[config.mk]
export PLATFORM = sky130hd
export DESIGN_NAME = fmtcast_top
export DESIGN_NICKNAME = d
export VERILOG_FILES = /design/src/source/fmtcast_pkg.sv /design/src/source/fmtcast_decoder.sv /design/src/source/fmtcast_execute.sv /design/src/source/fmtcast_result.sv /design/src/source/fmtcast_top.sv /design/src/source/fp16_to_fp8_lane.sv /design/src/source/fp8_to_fp16_lane.sv
export SDC_FILE = /design/constraint.sdc
export NUM_CORES = 1
export LEC_CHECK = 0
export ABC_AREA = 1
export BUFFER_PORTS_ARGS = -buffer_cell sky130_fd_sc_hd__clkbuf_2
export CAP_MARGIN = 20
export CORE_UTILIZATION = 50
export CTS_BUF_LIST = sky130_fd_sc_hd__clkbuf_4 sky130_fd_sc_hd__clkbuf_8
export CTS_CLUSTER_SIZE = 40
export DETAILED_ROUTE_END_ITERATION = 8
export PLACE_DENSITY = 0.78
export SLEW_MARGIN = 10
export SYNTH_ARGS = -nofsm -noshare
export SYNTH_HDL_FRONTEND = slang
export SYNTH_SLANG_ARGS = --single-unit
export TNS_END_PERCENT = 1
[constraint.sdc]
create_clock -name clk_i -period 1.5 [get_ports clk_i]
set_clock_uncertainty 0.1 [all_clocks]
set_input_delay 0.075 -clock clk_i [delete_from_list [all_inputs] [get_ports clk_i]]
set_output_delay 0.075 -clock clk_i [all_outputs]
set_load 0.05 [all_outputs]
[src/source/fmtcast_pkg.sv]
// ======================================================================
// Format cast engine package
// Opcodes, FP16 and E5M2 field widths and the decoded command struct
// ======================================================================

package fmtcast_pkg;

  // Lane widths of the two floating-point formats
  localparam int unsigned FP16_W     = 16;
  localparam int unsigned FP8_W      = 8;
  localparam int unsigned FP16_MAN_W = 10;
  localparam int unsigned FP8_MAN_W  = 2;
  localparam int unsigned EXP_W      = 5;  // Same exponent field in FP16 and E5M2

  // Word widths seen by the pipeline
  localparam int unsigned DEF_DATA_W = 64;
  localparam int unsigned MAX_DATA_W = 128;  // Widest word the decoded struct can carry

  // Mantissa pattern of the quiet NaN produced by narrowing
  localparam logic [FP8_MAN_W-1:0] FP8_QNAN_MAN = 2'b10;

  // Command opcodes
  typedef enum logic [1:0] {
    OP_BYPASS = 2'd0,
    OP_NARROW = 2'd1,
    OP_WIDEN  = 2'd2,
    OP_RSVD   = 2'd3
  } cast_op_e;

  // Field view of one FP16 value
  typedef struct packed {
    logic                  sign;
    logic [EXP_W-1:0]      exp;
    logic [FP16_MAN_W-1:0] man;
  } fp16_t;

  // Field view of one E5M2 value
  typedef struct packed {
    logic                 sign;
    logic [EXP_W-1:0]     exp;
    logic [FP8_MAN_W-1:0] man;
  } fp8_t;

  // Decoded command handed from the decoder to execute and result
  typedef struct packed {
    logic                  valid;
    cast_op_e              op;       // Never OP_RSVD after decode
    logic                  illegal;  // Opcode was reserved
    logic [MAX_DATA_W-1:0] data;     // Only the low DATA_W bits are meaningful
  } dec_req_t;

endpackage : fmtcast_pkg

[src/source/fmtcast_decoder.sv]
// ======================================================================
// Format cast decoder
// Registers an incoming command and turns reserved opcodes into bypass
// ======================================================================

`timescale 1ns/1ps

module fmtcast_decoder #(
  parameter int unsigned DATA_W = fmtcast_pkg::DEF_DATA_W
) (
  input  logic                  clk_i,
  input  logic                  rst_n_i,
  input  logic                  clear_i,
  input  logic                  cmd_valid_i,
  input  fmtcast_pkg::cast_op_e cmd_op_i,
  input  logic [DATA_W-1:0]     cmd_data_i,
  output fmtcast_pkg::dec_req_t dec_o
);
  import fmtcast_pkg::*;

  logic                  valid_q;
  logic                  illegal_q;
  cast_op_e              op_q;
  logic [MAX_DATA_W-1:0] data_q;
  cast_op_e              op_d;
  logic                  illegal_d;
  logic [MAX_DATA_W-1:0] data_d;

  // Reserved codes run as bypass so later stages only see legal operations
  always_comb begin
    op_d      = cmd_op_i;
    illegal_d = 1'b0;
    case (cmd_op_i)
      OP_RSVD: begin
        op_d      = OP_BYPASS;
        illegal_d = 1'b1;
      end
      default: op_d = cmd_op_i;
    endcase
    data_d                = '0;  // Zero extension up to the struct width
    data_d[DATA_W-1:0]    = cmd_data_i;
  end

  always_ff @(posedge clk_i or negedge rst_n_i) begin
    if (!rst_n_i) begin
      valid_q   <= 1'b0;
      illegal_q <= 1'b0;
    end else if (clear_i) begin
      valid_q   <= 1'b0;  // Flush drops the command in this stage
      illegal_q <= 1'b0;
    end else begin
      valid_q <= cmd_valid_i;
      if (cmd_valid_i) illegal_q <= illegal_d;
    end
  end

  // Operation and payload only follow accepted commands
  always_ff @(posedge clk_i) begin
    if (cmd_valid_i) begin
      op_q   <= op_d;
      data_q <= data_d;
    end
  end

  always_comb begin
    dec_o.valid   = valid_q;
    dec_o.op      = op_q;
    dec_o.illegal = illegal_q;
    dec_o.data    = data_q;
  end

endmodule : fmtcast_decoder

[src/source/fmtcast_execute.sv]
// ======================================================================
// Format cast execute stage
// Per-lane narrowing and widening units over the decoded data word
// ======================================================================

`timescale 1ns/1ps

module fmtcast_execute #(
  parameter int unsigned DATA_W = fmtcast_pkg::DEF_DATA_W
) (
  input  fmtcast_pkg::dec_req_t dec_i,
  output logic [DATA_W-1:0]     narrow_lanes_o,
  output logic [DATA_W-1:0]     wide_word_o
);
  import fmtcast_pkg::*;

  localparam int unsigned NUM_LANES = DATA_W / FP16_W;

  logic [NUM_LANES-1:0][FP8_W-1:0]  narrow_byte;
  logic [NUM_LANES-1:0][FP16_W-1:0] wide_lane;

  for (genvar i = 0; i < NUM_LANES; i++) begin : gen_lane

    // Narrowing reads the full FP16 lane i
    fp16_to_fp8_lane u_narrow (
      .fp16_i ( dec_i.data[i*FP16_W +: FP16_W] ),
      .fp8_o  ( narrow_byte[i]                  )
    );

    // Widening reads byte i, so only the low half of the word is consumed
    fp8_to_fp16_lane u_widen (
      .fp8_i  ( dec_i.data[i*FP8_W +: FP8_W] ),
      .fp16_o ( wide_lane[i]                  )
    );

    // Narrowed byte sits in the low byte of its own lane
    assign narrow_lanes_o[i*FP16_W +: FP16_W] = {{(FP16_W-FP8_W){1'b0}}, narrow_byte[i]};
    assign wide_word_o[i*FP16_W +: FP16_W]    = wide_lane[i];

  end : gen_lane

endmodule : fmtcast_execute

[src/source/fmtcast_result.sv]
// ======================================================================
// Format cast result stage
// Packs narrowed bytes, selects by operation and registers the output
// ======================================================================

`timescale 1ns/1ps

module fmtcast_result #(
  parameter int unsigned DATA_W = fmtcast_pkg::DEF_DATA_W
) (
  input  logic                  clk_i,
  input  logic                  rst_n_i,
  input  logic                  clear_i,
  input  fmtcast_pkg::dec_req_t dec_i,
  input  logic [DATA_W-1:0]     narrow_lanes_i,
  input  logic [DATA_W-1:0]     wide_word_i,
  output logic                  res_valid_o,
  output logic [DATA_W-1:0]     res_data_o,
  output logic                  res_err_o
);
  import fmtcast_pkg::*;

  localparam int unsigned NUM_LANES = DATA_W / FP16_W;

  logic [DATA_W-1:0] packed_word;
  logic [DATA_W-1:0] sel_word;
  logic              valid_q;
  logic              err_q;
  logic [DATA_W-1:0] data_q;

  // Bytes are gathered contiguously from the bottom, upper half stays zero
  always_comb begin
    packed_word = '0;
    for (int i = 0; i < NUM_LANES; i++) begin
      packed_word[i*FP8_W +: FP8_W] = narrow_lanes_i[i*FP16_W +: FP8_W];
    end
  end

  always_comb begin
    case (dec_i.op)
      OP_NARROW: sel_word = packed_word;
      OP_WIDEN:  sel_word = wide_word_i;
      default:   sel_word = dec_i.data[DATA_W-1:0];  // Bypass and remapped reserved codes
    endcase
  end

  always_ff @(posedge clk_i or negedge rst_n_i) begin
    if (!rst_n_i) begin
      valid_q <= 1'b0;
      err_q   <= 1'b0;
      data_q  <= '0;
    end else begin
      if (clear_i) begin
        valid_q <= 1'b0;
        err_q   <= 1'b0;
      end else begin
        valid_q <= dec_i.valid;
        err_q   <= dec_i.valid & dec_i.illegal;  // Flag lives for its own result only
      end
      if (dec_i.valid) data_q <= sel_word;
    end
  end

  assign res_valid_o = valid_q;
  assign res_data_o  = data_q;
  assign res_err_o   = err_q;

endmodule : fmtcast_result

[src/source/fmtcast_top.sv]
// ======================================================================
// Format cast engine top level
// Decode, execute and result stages with a two cycle command latency
// ======================================================================

`timescale 1ns/1ps

module fmtcast_top #(
  parameter int unsigned DATA_W = fmtcast_pkg::DEF_DATA_W
) (
  input  logic                  clk_i,
  input  logic                  rst_n_i,
  input  logic                  clear_i,
  input  logic                  cmd_valid_i,
  input  fmtcast_pkg::cast_op_e cmd_op_i,
  input  logic [DATA_W-1:0]     cmd_data_i,
  output logic                  res_valid_o,
  output logic [DATA_W-1:0]     res_data_o,
  output logic                  res_err_o
);
  import fmtcast_pkg::*;

  dec_req_t          dec_q;         // Registered command after decode
  logic [DATA_W-1:0] narrow_lanes;
  logic [DATA_W-1:0] wide_word;

  fmtcast_decoder #(
    .DATA_W ( DATA_W )
  ) u_decoder (
    .clk_i       ( clk_i       ),
    .rst_n_i     ( rst_n_i     ),
    .clear_i     ( clear_i     ),
    .cmd_valid_i ( cmd_valid_i ),
    .cmd_op_i    ( cmd_op_i    ),
    .cmd_data_i  ( cmd_data_i  ),
    .dec_o       ( dec_q       )
  );

  fmtcast_execute #(
    .DATA_W ( DATA_W )
  ) u_execute (
    .dec_i          ( dec_q        ),
    .narrow_lanes_o ( narrow_lanes ),
    .wide_word_o    ( wide_word    )
  );

  fmtcast_result #(
    .DATA_W ( DATA_W )
  ) u_result (
    .clk_i          ( clk_i        ),
    .rst_n_i        ( rst_n_i      ),
    .clear_i        ( clear_i      ),
    .dec_i          ( dec_q        ),
    .narrow_lanes_i ( narrow_lanes ),
    .wide_word_i    ( wide_word    ),
    .res_valid_o    ( res_valid_o  ),
    .res_data_o     ( res_data_o   ),
    .res_err_o      ( res_err_o    )
  );

endmodule : fmtcast_top

[src/source/fp16_to_fp8_lane.sv]
// ======================================================================
// FP16 to E5M2 narrowing lane
// Round to nearest even with overflow to infinity and quiet NaN output
// ======================================================================

`timescale 1ns/1ps

module fp16_to_fp8_lane (
  input  logic [fmtcast_pkg::FP16_W-1:0] fp16_i,
  output logic [fmtcast_pkg::FP8_W-1:0]  fp8_o
);
  import fmtcast_pkg::*;

  // Mantissa bits that fall away in the narrower format
  localparam int unsigned DROP_W = FP16_MAN_W - FP8_MAN_W;
  localparam int unsigned MAG_W  = EXP_W + FP8_MAN_W;

  fp16_t                src;
  fp8_t                 dst;
  logic [FP8_MAN_W-1:0] man_keep;
  logic                 guard_bit;
  logic                 sticky_bit;
  logic                 round_up;
  logic                 is_nan;
  logic                 is_inf;
  logic [MAG_W-1:0]     mag_trunc;
  logic [MAG_W-1:0]     mag_rnd;
  logic                 mag_ovf;

  assign src = fp16_i;

  // The exponent field is shared, so only the mantissa needs rounding
  assign man_keep   = src.man[FP16_MAN_W-1 -: FP8_MAN_W];
  assign guard_bit  = src.man[DROP_W-1];   // First bit below the kept LSB
  assign sticky_bit = |src.man[DROP_W-2:0];

  // Ties go to the value whose kept LSB is zero
  assign round_up = guard_bit & (sticky_bit | man_keep[0]);

  assign is_nan = (&src.exp) & (|src.man);
  assign is_inf = (&src.exp) & ~(|src.man);

  // Treating exponent and mantissa as one magnitude lets a mantissa
  // carry roll straight into the exponent, subnormals included
  assign mag_trunc = {src.exp, man_keep};
  assign mag_rnd   = mag_trunc + {{(MAG_W-1){1'b0}}, round_up};

  // A rounded exponent of all ones means the value left the finite range
  assign mag_ovf = &mag_rnd[MAG_W-1:FP8_MAN_W];

  always_comb begin
    dst.sign = src.sign;
    dst.exp  = mag_rnd[MAG_W-1:FP8_MAN_W];
    dst.man  = mag_rnd[FP8_MAN_W-1:0];
    if (is_nan) begin
      dst.exp = '1;
      dst.man = FP8_QNAN_MAN;  // Payload is not kept, NaN comes out quiet
    end else if (is_inf || mag_ovf) begin
      dst.exp = '1;
      dst.man = '0;
    end
  end

  assign fp8_o = dst;

endmodule : fp16_to_fp8_lane

[src/source/fp8_to_fp16_lane.sv]
// ======================================================================
// E5M2 to FP16 widening lane
// Exact conversion by extending the mantissa with zeros
// ======================================================================

`timescale 1ns/1ps

module fp8_to_fp16_lane (
  input  logic [fmtcast_pkg::FP8_W-1:0]  fp8_i,
  output logic [fmtcast_pkg::FP16_W-1:0] fp16_o
);
  import fmtcast_pkg::*;

  localparam int unsigned PAD_W = FP16_MAN_W - FP8_MAN_W;

  fp8_t  src;
  fp16_t dst;

  assign src = fp8_i;

  // Both formats use the same biased exponent, so sign and exponent pass
  // as they are and subnormals, infinities and NaN payloads stay exact
  always_comb begin
    dst.sign = src.sign;
    dst.exp  = src.exp;
    dst.man  = {src.man, {PAD_W{1'b0}}};  // Kept bits land at the mantissa top
  end

  assign fp16_o = dst;

endmodule : fp8_to_fp16_lane

# Yosys cells after proc, flatten, opt, wreduce, memory -nomap -nowiden

Index checks and enable logic that the tools add are counted.

Register bits: 134
Input port bits: 70
Output and inout port bits: 66

Reduce and logical (&&, ||, !) cells: 21
Add/sub/neg operators: 4
Bitwise logic cells: 21
Muxes and demuxes: 15
Equal/unequal tests: 3

Operator list:

| operator                                                        | count |
|---|---|
| 64-bit one-hot mux with 2 select lines                          | 1 |
| 7-bit two-way mux                                               | 8 |
| 5-bit AND reduction                                             | 8 |
| 10-bit OR reduction                                             | 4 |
| 7-bit by 1-bit adder with 7-bit output                          | 4 |
| 7-bit OR reduction                                              | 4 |
| 1-bit AND                                                       | 13 |
| 1-bit two-way mux                                               | 6 |
| 2-bit == test, second input constant                            | 2 |
| 1-bit logical OR                                                | 4 |
| 1-bit NOT                                                       | 4 |
| 1-bit OR                                                        | 4 |
| 2-bit by 1-bit == test with 1-bit output, second input constant | 1 |
| 2-bit nonzero test                                              | 1 |

# Logic depth before layout (Yosys ltp)

Gate-level depths: netlist (run 1).

Depth after elaboration: 9
Gate-level depth with buffers: 13

# Cells and area by module

Synthesis (run 1) repeated with hierarchy kept, for this count alone.

Cell total of the unflattened synthesis: 944
Area total of the unflattened synthesis: 8498.2 um2

By module, submodules not included:

| module           | cells an instance | times used | area each (um2) |
|---|---|---|---|
| fmtcast_result   | 466               | 1          | 3925.0 |
| fmtcast_decoder  | 145               | 1          | 2572.5 |
| fp16_to_fp8_lane | 58                | 4          | 315.3 |
| fp8_to_fp16_lane | 17                | 4          | 123.9 |
| fmtcast_execute  | 33                | 1          | 244.0 |

# Worst setup path after synthesis (run 1)

No wires, ideal clock.

Path type: reg2reg
Start point: reg u_decoder.data_q[40]
End point: reg u_result.data_q[17], in the netlist u_result.res_data_o[17]
Slack: -0.145 ns
Data arrival time: 1.423 ns
Library setup time: 0.122 ns
Stages on the path, launching flop included: 12
Path buffers: 0
Period minus slack after synthesis: 1.645 ns
Required time: 1.278 ns
Cells stage by stage: edfxtp_1 > nand2_1 > inv_1 > ha_1 > xor2_1 > nand2_1 > nor2_1 > nand3_2 > nand3_1 > nand2_1 > nand2_1 > a21oi_1

Cells in the longest elaborated chain, start to end: 8
Elaborated cells between the ends (all ways): 12
Those cells by class: add/sub: 1; mux: 3; bitwise: 5; reduce/logical: 3

Ends and longest elaborated chain:

| what                                       | RTL line               | text |
|---|---|---|
| start, declared                            | fmtcast_decoder.sv:24  | `logic [MAX_DATA_W-1:0] data_q;` |
| start signal, assigned                     | fmtcast_decoder.sv:61  | `data_q <= data_d;` |
| 1-bit OR                                   | fp16_to_fp8_lane.sv:38 | `assign round_up = guard_bit & (sticky_bit \| man_keep[0]);` |
| 1-bit AND                                  | fp16_to_fp8_lane.sv:38 |  |
| 7-bit by 1-bit adder with 7-bit output     | fp16_to_fp8_lane.sv:46 | `assign mag_rnd = mag_trunc + {{(MAG_W-1){1'b0}}, round_up};` |
| 5-bit AND reduction                        | fp16_to_fp8_lane.sv:49 | `assign mag_ovf = &mag_rnd[MAG_W-1:FP8_MAN_W];` |
| 1-bit logical OR                           | fp16_to_fp8_lane.sv:58 | `end else if (is_inf \|\| mag_ovf) begin` |
| 7-bit two-way mux                          | fp16_to_fp8_lane.sv:58 |  |
| 7-bit two-way mux (*)                      | fp16_to_fp8_lane.sv:55 | `if (is_nan) begin` |
| 64-bit one-hot mux with 2 select lines (*) | fmtcast_result.sv:40   | `case (dec_i.op)` |
| end signal, assigned                       | fmtcast_result.sv:60   | `if (dec_i.valid) data_q <= sel_word;` |
| end, declared                              | fmtcast_result.sv:29   | `logic [DATA_W-1:0] data_q;` |

Mark *: on every way between the ends. The rest lies on a longest branch, timed or not.
A chain may end at the register's enable or synchronous reset.

# Final worst setup path (run 1)

Start point: reg u_decoder.data_q[56]
End point: reg u_result.data_q[25], in the netlist u_result.res_data_o[25]

Same word-level chain as after synthesis.

==> results of run 1 <==
## stage by stage
stage | hold slack (ns) | power [mW]
after floorplan | -0.321 | 6.39
after global placement | 0.0263 | 7.39
after detailed placement | 0.0318 | 7.46
after CTS | 0.0774 | 10.8
after global routing | 0.121 | 11.4
final | 0.0744 | 11.0
## layout make-up
class                           instances  area [um^2]  share of cell area [%]
Sequential cell                       134         3680                    41.0
Clock inverter                         12          151                    1.68
Tap cell                              143          179                    1.99
Multi-Input combinational cell        417         2350                    26.2
Inverter                               39          146                    1.63
Clock buffer                           20          263                    2.92
Timing Repair Buffer                  305         2210                    24.6
## sequential cells by signal, summed over array words and instances, names as in the netlist
register	flops
u_decoder.data_q	64
u_result.res_data_o	64
u_decoder.op_q	2
u_decoder.illegal_q	1
u_decoder.valid_q	1
u_result.res_err_o	1
u_result.res_valid_o	1
## timing repair
| item | 4_1_cts | 5_1_grt |
|---|---|---|
| endpoints found under the setup margin | 48 | 48 |
| pin swaps | 12 | 12 |
| buffers inserted | 2 | 7 |
| hold buffers | 69 | 0 |
| resized for setup | 55 | 31 |
| hold endpoints to repair | 146 | 0 |
## worst max-delay path by stage
stage | start | endpoint | slack (ns) | depth (start not counted)
final | u_decoder.data_q[56] | u_result.res_data_o[25] | -0.23 | 11
after global routing | u_decoder.data_q[56] | u_result.res_data_o[24] | -0.36 | 11
after CTS | u_decoder.data_q[40] | u_result.res_data_o[18] | -0.20 | 10
after detailed placement | u_decoder.op_q[0] | u_result.res_data_o[16] | -0.31 | 7
after global placement | u_decoder.op_q[0] | u_result.res_data_o[16] | -0.28 | 7
after floorplan | u_decoder.data_q[23] | u_result.res_data_o[8] | -0.1 | 11
## cell usage after synthesis
library cell / instances / area [um^2]
nor3_2: 1 / 10.0
o21ai_0: 22 / 110
a21oi_1: 71 / 355
nor2_1: 79 / 297
nand3_2: 3 / 30.0
xnor2_1: 4 / 35.0
a22oi_1: 7 / 52.6
clkbuf_1: 15 / 56.3
nor4_1: 2 / 12.5
nand3_1: 36 / 180
buf_1: 5 / 18.8
o21ai_1: 2 / 10.0
or2_2: 1 / 6.26
edfxtp_1: 66 / 1980
o211ai_1: 1 / 7.51
dfrtp_1: 68 / 1700
o21bai_1: 2 / 15.0
xor2_1: 5 / 43.8
nand2_1: 150 / 563
buf_2: 5 / 25.0
nor2_2: 3 / 18.8
nor3_1: 4 / 20.0
inv_1: 39 / 146
ha_1: 6 / 75.1
buf_4: 2 / 15.0
a221oi_1: 12 / 105
nand3b_1: 1 / 7.51
nor2_4: 1 / 11.3
nand4_1: 3 / 18.8
o31ai_1: 1 / 7.51
## cells by family after synthesis
kind of cell    synth area share (%)
fa+ha+maj                       1.26
buf+inv                         4.40
flops                           62.0
compound gates                  11.2
xor+xnor                        1.33
simple gates                    19.8
## routing by layer
layer  up-vias  part of all wire (%)  track usage, %
li1       2698                     -               -
met1      2837                    38            37.2
met2       353                    50            50.6
met3        68                   8.5            7.98
met4         0                   3.4            15.0
met5         -                     0               0
## power groups by stage
stage,Clock (mW),Sequential [mW],Combinational [mW]
after CTS,3.19,4.65,3.00
after floorplan,0,5.70,0.689
final,3.17,4.67,3.14
after detailed placement,0,4.71,2.76
after global placement,0,4.70,2.70
after global routing,3.34,4.72,3.31
## worst max-delay path, delay by kind of cell, from the launching register on
family | cells | cell delay, ns
AO/OA/AOI/OAI | 1 | 0.05
XOR/XNOR | 1 | 0.20
adder cells (fa/ha/maj) | 1 | 0.17
buffers and inverters | 1 | 0.07
flip-flops | 1 | 0.41
AND/OR/NAND/NOR | 7 | 0.60
==> impl_metrics.toml, run 1 <==
[cts]
tritoncts = "built"
cts.path.max_buffers = 2
cts_root_buffer = "clkbuf_8"
clock-sinks = 134
cts_buffers = 17
clk_latency_ns = 0.46
clk_pin_slew_ns = 0.08
htree_levels = 4

[detailed_routing]
drt_iter0_drc = 486
vias_per_cell = 5.57
drc_errors = 17
drtPass1Iterations = 7
wl_um = 18700
vias = 5956
ant_nets = 0
wl_per_cell_um = 17.4

[power]
netSwitchingFraction_pct = 35.7
pwr-share-comb_pct = 28.6
vdd_drop_max_mv = 1.03
switching_power_mw = 3.92
leakage_nw = 4.16
p_seq_share_pct = 42.5
p_per_area_nw_per_um2 = 1220
pwr-share-clk_pct = 28.9
internal_power_mw = 7.07

[placed_design]
post-place-ws_ns = -0.314
dpl_cell_area_um2 = 7480
gp_congestion = 0.952
post-dp-hpwl_um = 11600
placedCellCount = 961
numPortBuffers = 135

[logic_synthesis]
syn_nets = 693
syn_area_per_cell_um2 = 9.62
ys_ff_latch = 134
synth_area_um2 = 5940
yosysWarnings = 0
ys_seq_area_share_pct = 62.0
syn_inst = 617
synth.distinct_cells = 30

[final_layout]
final_cell_mix = "nand2_1, clkbuf_2, buf_4"
fillers = 696
fin_area_um2 = 8990
stdcell_count = 1070
final_common_cell = "nand2_1"
drive_gt1_share_pct = 37.4
antenna_cells = 0
final_util_pct = 78.1
area_delta_synth_final_pct = 51.4
nets = 990

[outcome]
status = "finished with violations"
violations = "DRC, setup timing"

[grt]
antenna_found_initial = 0
grt_pass1_wl_um = 28600
grt_pass1_vias = 5868
grt_max_degree = 69
grt-ovfl-total = 0
grt_usage_pct = 30.5

[timing]
slew_viol_final = 0
final-setup-viol-count = 45
final.period_utilization_pct = 115
min_period_ns = 1.73
max_freq_mhz = 579
finalSetupTns_ns = -5.69
rsz0062_at_grt = "true"
worst_pin_slew_ns = 0.411
max_slew_margin_pct = 72.6
postLayoutSetupSlackWorst_ns = -0.227
final_hold_viol_count = 0

[floorplanning]
die_w_um = 111
die_h_um = 111
coreArea_um2 = 11500
dieArea_um2 = 12300
ioPinCount = 136
initial_core_util_pct = 51.6
rows = 39

[critical_path]
worst_ep_required_time_ns = 1.74
ff2ff_setup_slack_ns = -0.23
cpPeakStageDelay_ns = 0.41
r2r_cells = 11
slowest_stage = "edfxtp_1"
startpoint_type = "flop"
path_max_fanout = 2
cpMostUsedCell = "nand2_1"
r2r_end = "u_result.res_data_o[25]"
path_class = "flop to flop"
cp_cell_sequence = "nand2_2 > inv_1 > ha_4 > xor2_1 > nand2_1 > nor2_1 > nand2_1 > nand3_1 > nand2_1 > nand2_1 > a21oi_1"
timing.rr.start = "u_decoder.data_q[56]"
cp-end-kind = "flop"
worstPathArrival_ns = 1.96

[run]
maxCapViolCount = 0

[worst_hold_path]
holdCritPathClass = "input pin to asynchronous set/reset pin"
Power figures use the tool's default switching activity.
==> inputs of run 2 (changes only) <==
CORE_UTILIZATION = 56   (was 50)
GPL_TIMING_DRIVEN = 0   (was unset)
PLACE_DENSITY = 0.82   (was 0.78)
REMOVE_ABC_BUFFERS = 1   (was unset)
clock period = 1.85 ns   (was 1.5 ns; I/O delays follow)
==> run 2 against run 1 <==
Against the previous run:
- the run ends with setup timing left
- worst setup slack improved by 0.13 ns
- flip-flop and latch count unchanged
- global-route usage increased by 3.8 points
- final area fell by 6.0%
- sequential power is 18% lower
- register-to-register slack better by 0.13 ns
- via count shrank 4.1%
- power fell by 20%
- clock power down 17%
- highest routed layer unchanged
==> impl_metrics.toml, run 2 (same netlist as run 1, synthesis figures left out) <==
[placed_design]
numPortBuffers = 135
gp_congestion = 0.883
post-dp-hpwl_um = 10100
post-place-ws_ns = -1.11
dpl_cell_area_um2 = 6790

[power]
switching_power_mw = 3.18
p_per_area_nw_per_um2 = 1040
netSwitchingFraction_pct = 36.1
leakage_nw = 3.82
vdd_drop_max_mv = 0.991
internal_power_mw = 5.64
pwr-share-clk_pct = 29.9
pwr-share-comb_pct = 26.7
p_seq_share_pct = 43.3

[cts]
clk_pin_slew_ns = 0.08
clock-sinks = 134
cts.path.max_buffers = 2
htree_levels = 4
cts_buffers = 17
clk_latency_ns = 0.46
tritoncts = "built"
cts_root_buffer = "clkbuf_8"

[final_layout]
final_common_cell = "nand2_1"
area_delta_synth_final_pct = 42.3
drive_gt1_share_pct = 30.2
nets = 921
final_cell_mix = "nand2_1, clkbuf_2, nor2_1"
antenna_cells = 0
fin_area_um2 = 8450

[critical_path]
path_class = "flop to flop"
cp_cell_sequence = "ha_4 > buf_12 > clkinvlp_4 > nand2_4 > clkinvlp_4 > buf_6 > a22oi_2 > nand3_1 > o21ai_2 > inv_1"
slowest_stage = "edfxtp_1"
path_max_fanout = 7
cpPeakStageDelay_ns = 0.44
path_buf_inv = 5
cpMostUsedCell = "clkinvlp_4"
cp-end-kind = "flop"
startpoint_type = "flop"
worstPathArrival_ns = 2.20
crit_family = "buffers and inverters"
worst_ep_required_time_ns = 2.10

[grt]
grt_pass1_wl_um = 28600
grt_max_degree = 45
grt-busiest-layer = "met2"
antenna_found_initial = 0
grt-ovfl-total = 0
grt_pass1_vias = 5771
grt_usage_pct = 34.4
grt_use_met3_pct = 8.42
use_met2_pct = 57.8
grtUsageMet1_pct = 40.8

[floorplanning]
initial_core_util_pct = 57.5
dieArea_um2 = 11000
die_w_um = 105
die_h_um = 105
coreArea_um2 = 10300
rows = 37
ioPinCount = 136

[outcome]
status = "finished with violations"
violations = "setup timing"

[detailed_routing]
drc_errors = 0
vias = 5713
drtPass1Iterations = 8
drt_iter0_drc = 515
wl_per_cell_um = 18.5
vias_per_cell = 5.75
ant_nets = 0
wl_um = 18300

[timing]
slew_viol_final = 0
postLayoutSetupSlackWorst_ns = -0.100
max_freq_mhz = 513
min_period_ns = 1.95
final_hold_viol_count = 0
rsz0062_at_grt = "true"
final.period_utilization_pct = 105
max_slew_margin_pct = 67.9
worst_pin_slew_ns = 0.481
final-setup-viol-count = 35

[worst_hold_path]
holdCritPathClass = "input pin to asynchronous set/reset pin"

[run]
maxCapViolCount = 0
[run 2: changes by cell type in the layout (fill, tap and decap cells not counted), sizes merged]
| cell | previous run | this run |
|---|---|---|
| clkinvlp | 2 | 8 |
| inv | 41 | 39 |
| clkinv | 5 | 4 |
| bufbuf | 0 | 1 |
| clkbuf | 153 | 154 |
| buf | 103 | 29 |
[run 2: final timing paths]
path                                   startpoint                 endpoint  slack [ns]  depth (start not counted)
hold / removal                            rst_n_i  u_result.res_data_o[57]        0.04                          2
max in group asynchronous                 rst_n_i        u_decoder.valid_q        1.02                          3
setup / recovery                u_decoder.op_q[1]  u_result.res_data_o[31]       -0.10                         10
hold reg to reg            u_result.res_data_o[8]   u_result.res_data_o[8]        0.38                          2
setup reg to reg                u_decoder.op_q[1]  u_result.res_data_o[31]       -0.10                         10
min in group clk_i                    cmd_valid_i     u_decoder.data_q[40]        0.11                          1
[run 2: final cells by class]
cell class / count / area [um^2]
multi-input cells: 417 / 2250
clock buffers: 19 / 262
clock inverters: 13 / 170
well taps: 136 / 170
fillers: 608 / 1880
repair buffers: 234 / 1730
inverters: 39 / 168
flip-flops and latches: 134 / 3690
repair inverters: 2 / 15.0
[run 2: worst register-to-register path, cell delays in order, from the launching register on]
cell	delay, ns
edfxtp_1	0.44
ha_4	0.31
buf_12	0.10
clkinvlp_4	0.13
nand2_4	0.12
clkinvlp_4	0.12
buf_6	0.16
a22oi_2	0.12
nand3_1	0.10
o21ai_2	0.08
inv_1	0.05
[run 2: repair_timing]
action                                  CTS  global route
hold endpoints to repair                138             0
resized for setup                        42            37
endpoints found under the setup margin   49            47
cloned                                    3             0
hold buffers                             69             0
buffers inserted                         19             5
pin swaps                                 7            16
[run 2: routing by layer]
layer	part of all wire [%]	up-vias
met4	4.8	0
met2	50	376
met5	0	-
met3	8.4	97
met1	37	2693
li1	-	2547
[run 2: stage by stage]
stage / hold WS, ns / instances / util, % / TNS, ns / power [mW]
floorplan: -0.303 / 590 / - / -56.14 / 5.14
global placement: 0.170 / 861 / 64.6 / -154.93 / 5.71
detailed placement: -0.0134 / 866 / 65.8 / -38.59 / 5.80
CTS: 0.0300 / 989 / 80.1 / -0.734 / 8.69
global route: 0.0780 / 994 / 81.8 / -5.58 / 9.11
finish: 0.0410 / 994 / 81.8 / -2.06 / 8.82
[run 2: power groups by stage]
stage / Combinational (mW) / Sequential [mW] / Clock (mW)
floorplan: 0.513 / 4.63 / 0
global placement: 1.87 / 3.84 / 0
detailed placement: 1.96 / 3.85 / 0
CTS: 2.24 / 3.79 / 2.66
global route: 2.49 / 3.85 / 2.77
finish: 2.36 / 3.82 / 2.64
==> inputs of run 3 (changes only) <==
ABC_AREA = unset   (was 1)
==> run 3 against run 2 <==
Against the previous run:
- the run still ends with setup timing left
- clock power down 7%
- core utilization down 2.2 points
- final cell count down 9.0%
- critical path type unchanged
- highest routed layer unchanged
==> impl_metrics.toml, run 3 <==
[outcome]
status = "finished with violations"
violations = "setup timing"

[power]
leakage_nw = 3.55
pwr-share-clk_pct = 28.4
pwr-share-comb_pct = 27.3
netSwitchingFraction_pct = 35.1
switching_power_mw = 3.03
p_seq_share_pct = 44.3
internal_power_mw = 5.60
vdd_drop_max_mv = 0.759
p_total_mw = 8.63
p_per_area_nw_per_um2 = 1050

[floorplanning]
coreArea_um2 = 10300
die_w_um = 105
rows = 37
initial_core_util_pct = 57.7
die_h_um = 105
dieArea_um2 = 11100
ioPinCount = 136

[final_layout]
fillers = 623
nets = 832
multi_input_area_um2 = 2170
antenna_cells = 0
final_common_cell = "clkbuf_2"
final_cell_mix = "clkbuf_2, dlygate4sd3_1, dfrtp_1"
area_delta_synth_final_pct = 38.0
seqCellArea_um2 = 3690
drive_gt1_share_pct = 29.9

[critical_path]
ff2ff_setup_slack_ns = -0.02
path_class = "flop to flop"
path_max_fanout = 5
slowest_stage = "edfxtp_1"
r2r_end = "u_result.res_data_o[14]"
worstPathArrival_ns = 2.09
cp_cell_sequence = "ha_4 > clkinvlp_4 > buf_4 > and3_4 > a221oi_4 > a21oi_2"
cpPeakStageDelay_ns = 0.45
crit_family = "flip-flops"
cp-end-kind = "flop"
startpoint_type = "flop"
timing.rr.start = "u_decoder.op_q[1]"
path_buf_inv = 2
worst_ep_required_time_ns = 2.07
r2r_cells = 6

[logic_synthesis]
synthArstFlopShare_pct = 50.7
synth.distinct_cells = 55
synth_edf_count = 66
synth_most_common_cell = "dfrtp_1"
ys_ff_latch = 134
syn_inst = 540
synthTopCellsByCount = "dfrtp_1, edfxtp_1, nor2_1"
syn_area_per_cell_um2 = 11.0
synth_area_leaders = "edfxtp_1, dfrtp_1, a21oi_1"
synth_largest_area_cell = "edfxtp_1"
yosysWarnings = 0
synth_area_um2 = 5960
ys.flop_type = "dfrtp_1"
synth_top_area_share_pct = 33.3
ys_seq_area_share_pct = 61.8

[timing]
rsz0062_at_grt = "true"
final.period_utilization_pct = 101
min_period_ns = 1.87
max_freq_mhz = 535
final-setup-viol-count = 5
slew_viol_final = 0
postLayoutSetupSlackWorst_ns = -0.0196
worst_pin_slew_ns = 0.599
max_slew_margin_pct = 59.7
final_hold_viol_count = 0

[cts]
clk_latency_ns = 0.45
clk_pin_slew_ns = 0.07
htree_levels = 4
cts_root_buffer = "clkbuf_8"
tritoncts = "built"
clock-sinks = 134
cts.path.max_buffers = 2
cts_buffers = 17

[placed_design]
post-dp-hpwl_um = 9410
gp_congestion = 0.867
post-place-ws_ns = -1.03
numPortBuffers = 135

[detailed_routing]
wl_um = 17200
drtPass1Iterations = 7
ant_nets = 0
vias_per_cell = 5.96
vias = 5395
wl_per_cell_um = 19.0
drt_iter0_drc = 506
drc_errors = 0

[grt]
grt_max_degree = 68
grt_pass1_vias = 5209
grt-ovfl-total = 0
grt_usage_pct = 31.9
antenna_found_initial = 0
grt_pass1_wl_um = 26600

[run]
maxCapViolCount = 0

[worst_hold_path]
holdCritPathClass = "input pin to asynchronous set/reset pin"
==> run 3: cell count changes after synthesis, sizes merged, moves of 14 or more <==
| cell | delta |
|---|---|
| nand2 | -126 |
| and3 | +33 |
| nor2 | -28 |
| a21oi | -20 |
| a31oi | +14 |
| inv | -14 |
==> run 3: power groups by stage <==
stage / Combinational [mW] / Sequential (mW) / Clock [mW]
3_3_place_gp: 1.90 / 3.87 / 0
4_1_cts: 2.25 / 3.81 / 2.48
6_report: 2.36 / 3.82 / 2.45
3_5_place_dp: 1.98 / 3.87 / 0
2_1_floorplan: 0.517 / 4.68 / 0
5_1_grt: 2.48 / 3.86 / 2.60
==> run 3: worst reg2reg max path, stage by stage, from the launching register on <==
cell        delay, ns
edfxtp_1         0.45
ha_4             0.37
clkinvlp_4       0.18
buf_4            0.18
and3_4           0.15
a221oi_4         0.23
a21oi_2          0.09
==> run 3: per-layer routing <==
metal	wire length, um	part of all wire [%]	GRT usage (%)	vias to the layer above
met3	1320	7.7	7.92	56
met1	6820	40	40.7	2631
li1	-	-	-	2419
met4	558	3.2	14.9	0
met5	0	0	0	-
met2	8530	50	51.4	289
==> run 3: final cells by class <==
class                   count  area share (%)
inverters                  25            1.19
flip-flops and latches    134            44.9
clock buffers              23            3.70
multi-input cells         345            26.4
well taps                 136            2.07
repair buffers            232            20.5
repair inverters            1          0.0913
clock inverters             9            1.20
==> run 3: worst max-delay path by stage <==
stage	start	slack (ns)	depth (start not counted)	end
global route	u_decoder.op_q[1]	-0.07	6	u_result.res_data_o[8]
detailed placement	u_decoder.op_q[1]	-1.03	5	u_result.res_data_o[14]
global placement	u_decoder.valid_q	-2.63	4	u_result.res_data_o[8]
CTS	u_decoder.valid_q	-0.08	4	u_result.res_data_o[8]
floorplan	u_decoder.valid_q	-1.37	4	u_result.res_data_o[8]
finish	u_decoder.op_q[1]	-0.02	6	u_result.res_data_o[14]
==> run 3: through the flow <==
step | hold WS, ns | util [%] | instances | instance area [um^2] | TNS, ns
6_report | 0.0765 | 79.6 | 905 | 8220 | -0.0417
5_1_grt | 0.108 | 79.6 | 905 | 8220 | -0.615
4_1_cts | 0.0436 | 78.2 | 899 | 8070 | -0.172
3_5_place_dp | 0.00396 | 65.2 | 777 | 6730 | -29.41
3_3_place_gp | 0.171 | 64.3 | 774 | 6640 | -136.65
2_1_floorplan | -0.303 | - | 503 | 5800 | -64.93
==> run 3: timing repair <==
item	4_1_cts	5_1_grt
setup buffers	17	6
hold buffers	71	0
gates resized for setup	13	21
cloned	2	0
endpoints found under the hold margin	144	0
setup endpoints to repair	48	38
pin swaps	3	6
==> run 3: kinds of logic (layout without fill, tap and decap cells) <==
kind of cell,Yosys count,in the layout,share of synthesized area [%]
AO/OA/AOI/OAI,147,147,15.4
multiplexers,3,3,0.546
flip-flops,134,134,61.8
XOR/XNOR,10,10,1.47
adder cells (fa/ha/maj),6,6,1.26
AND/OR/NAND/NOR,178,179,15.3
buffers and inverters,62,290,4.26
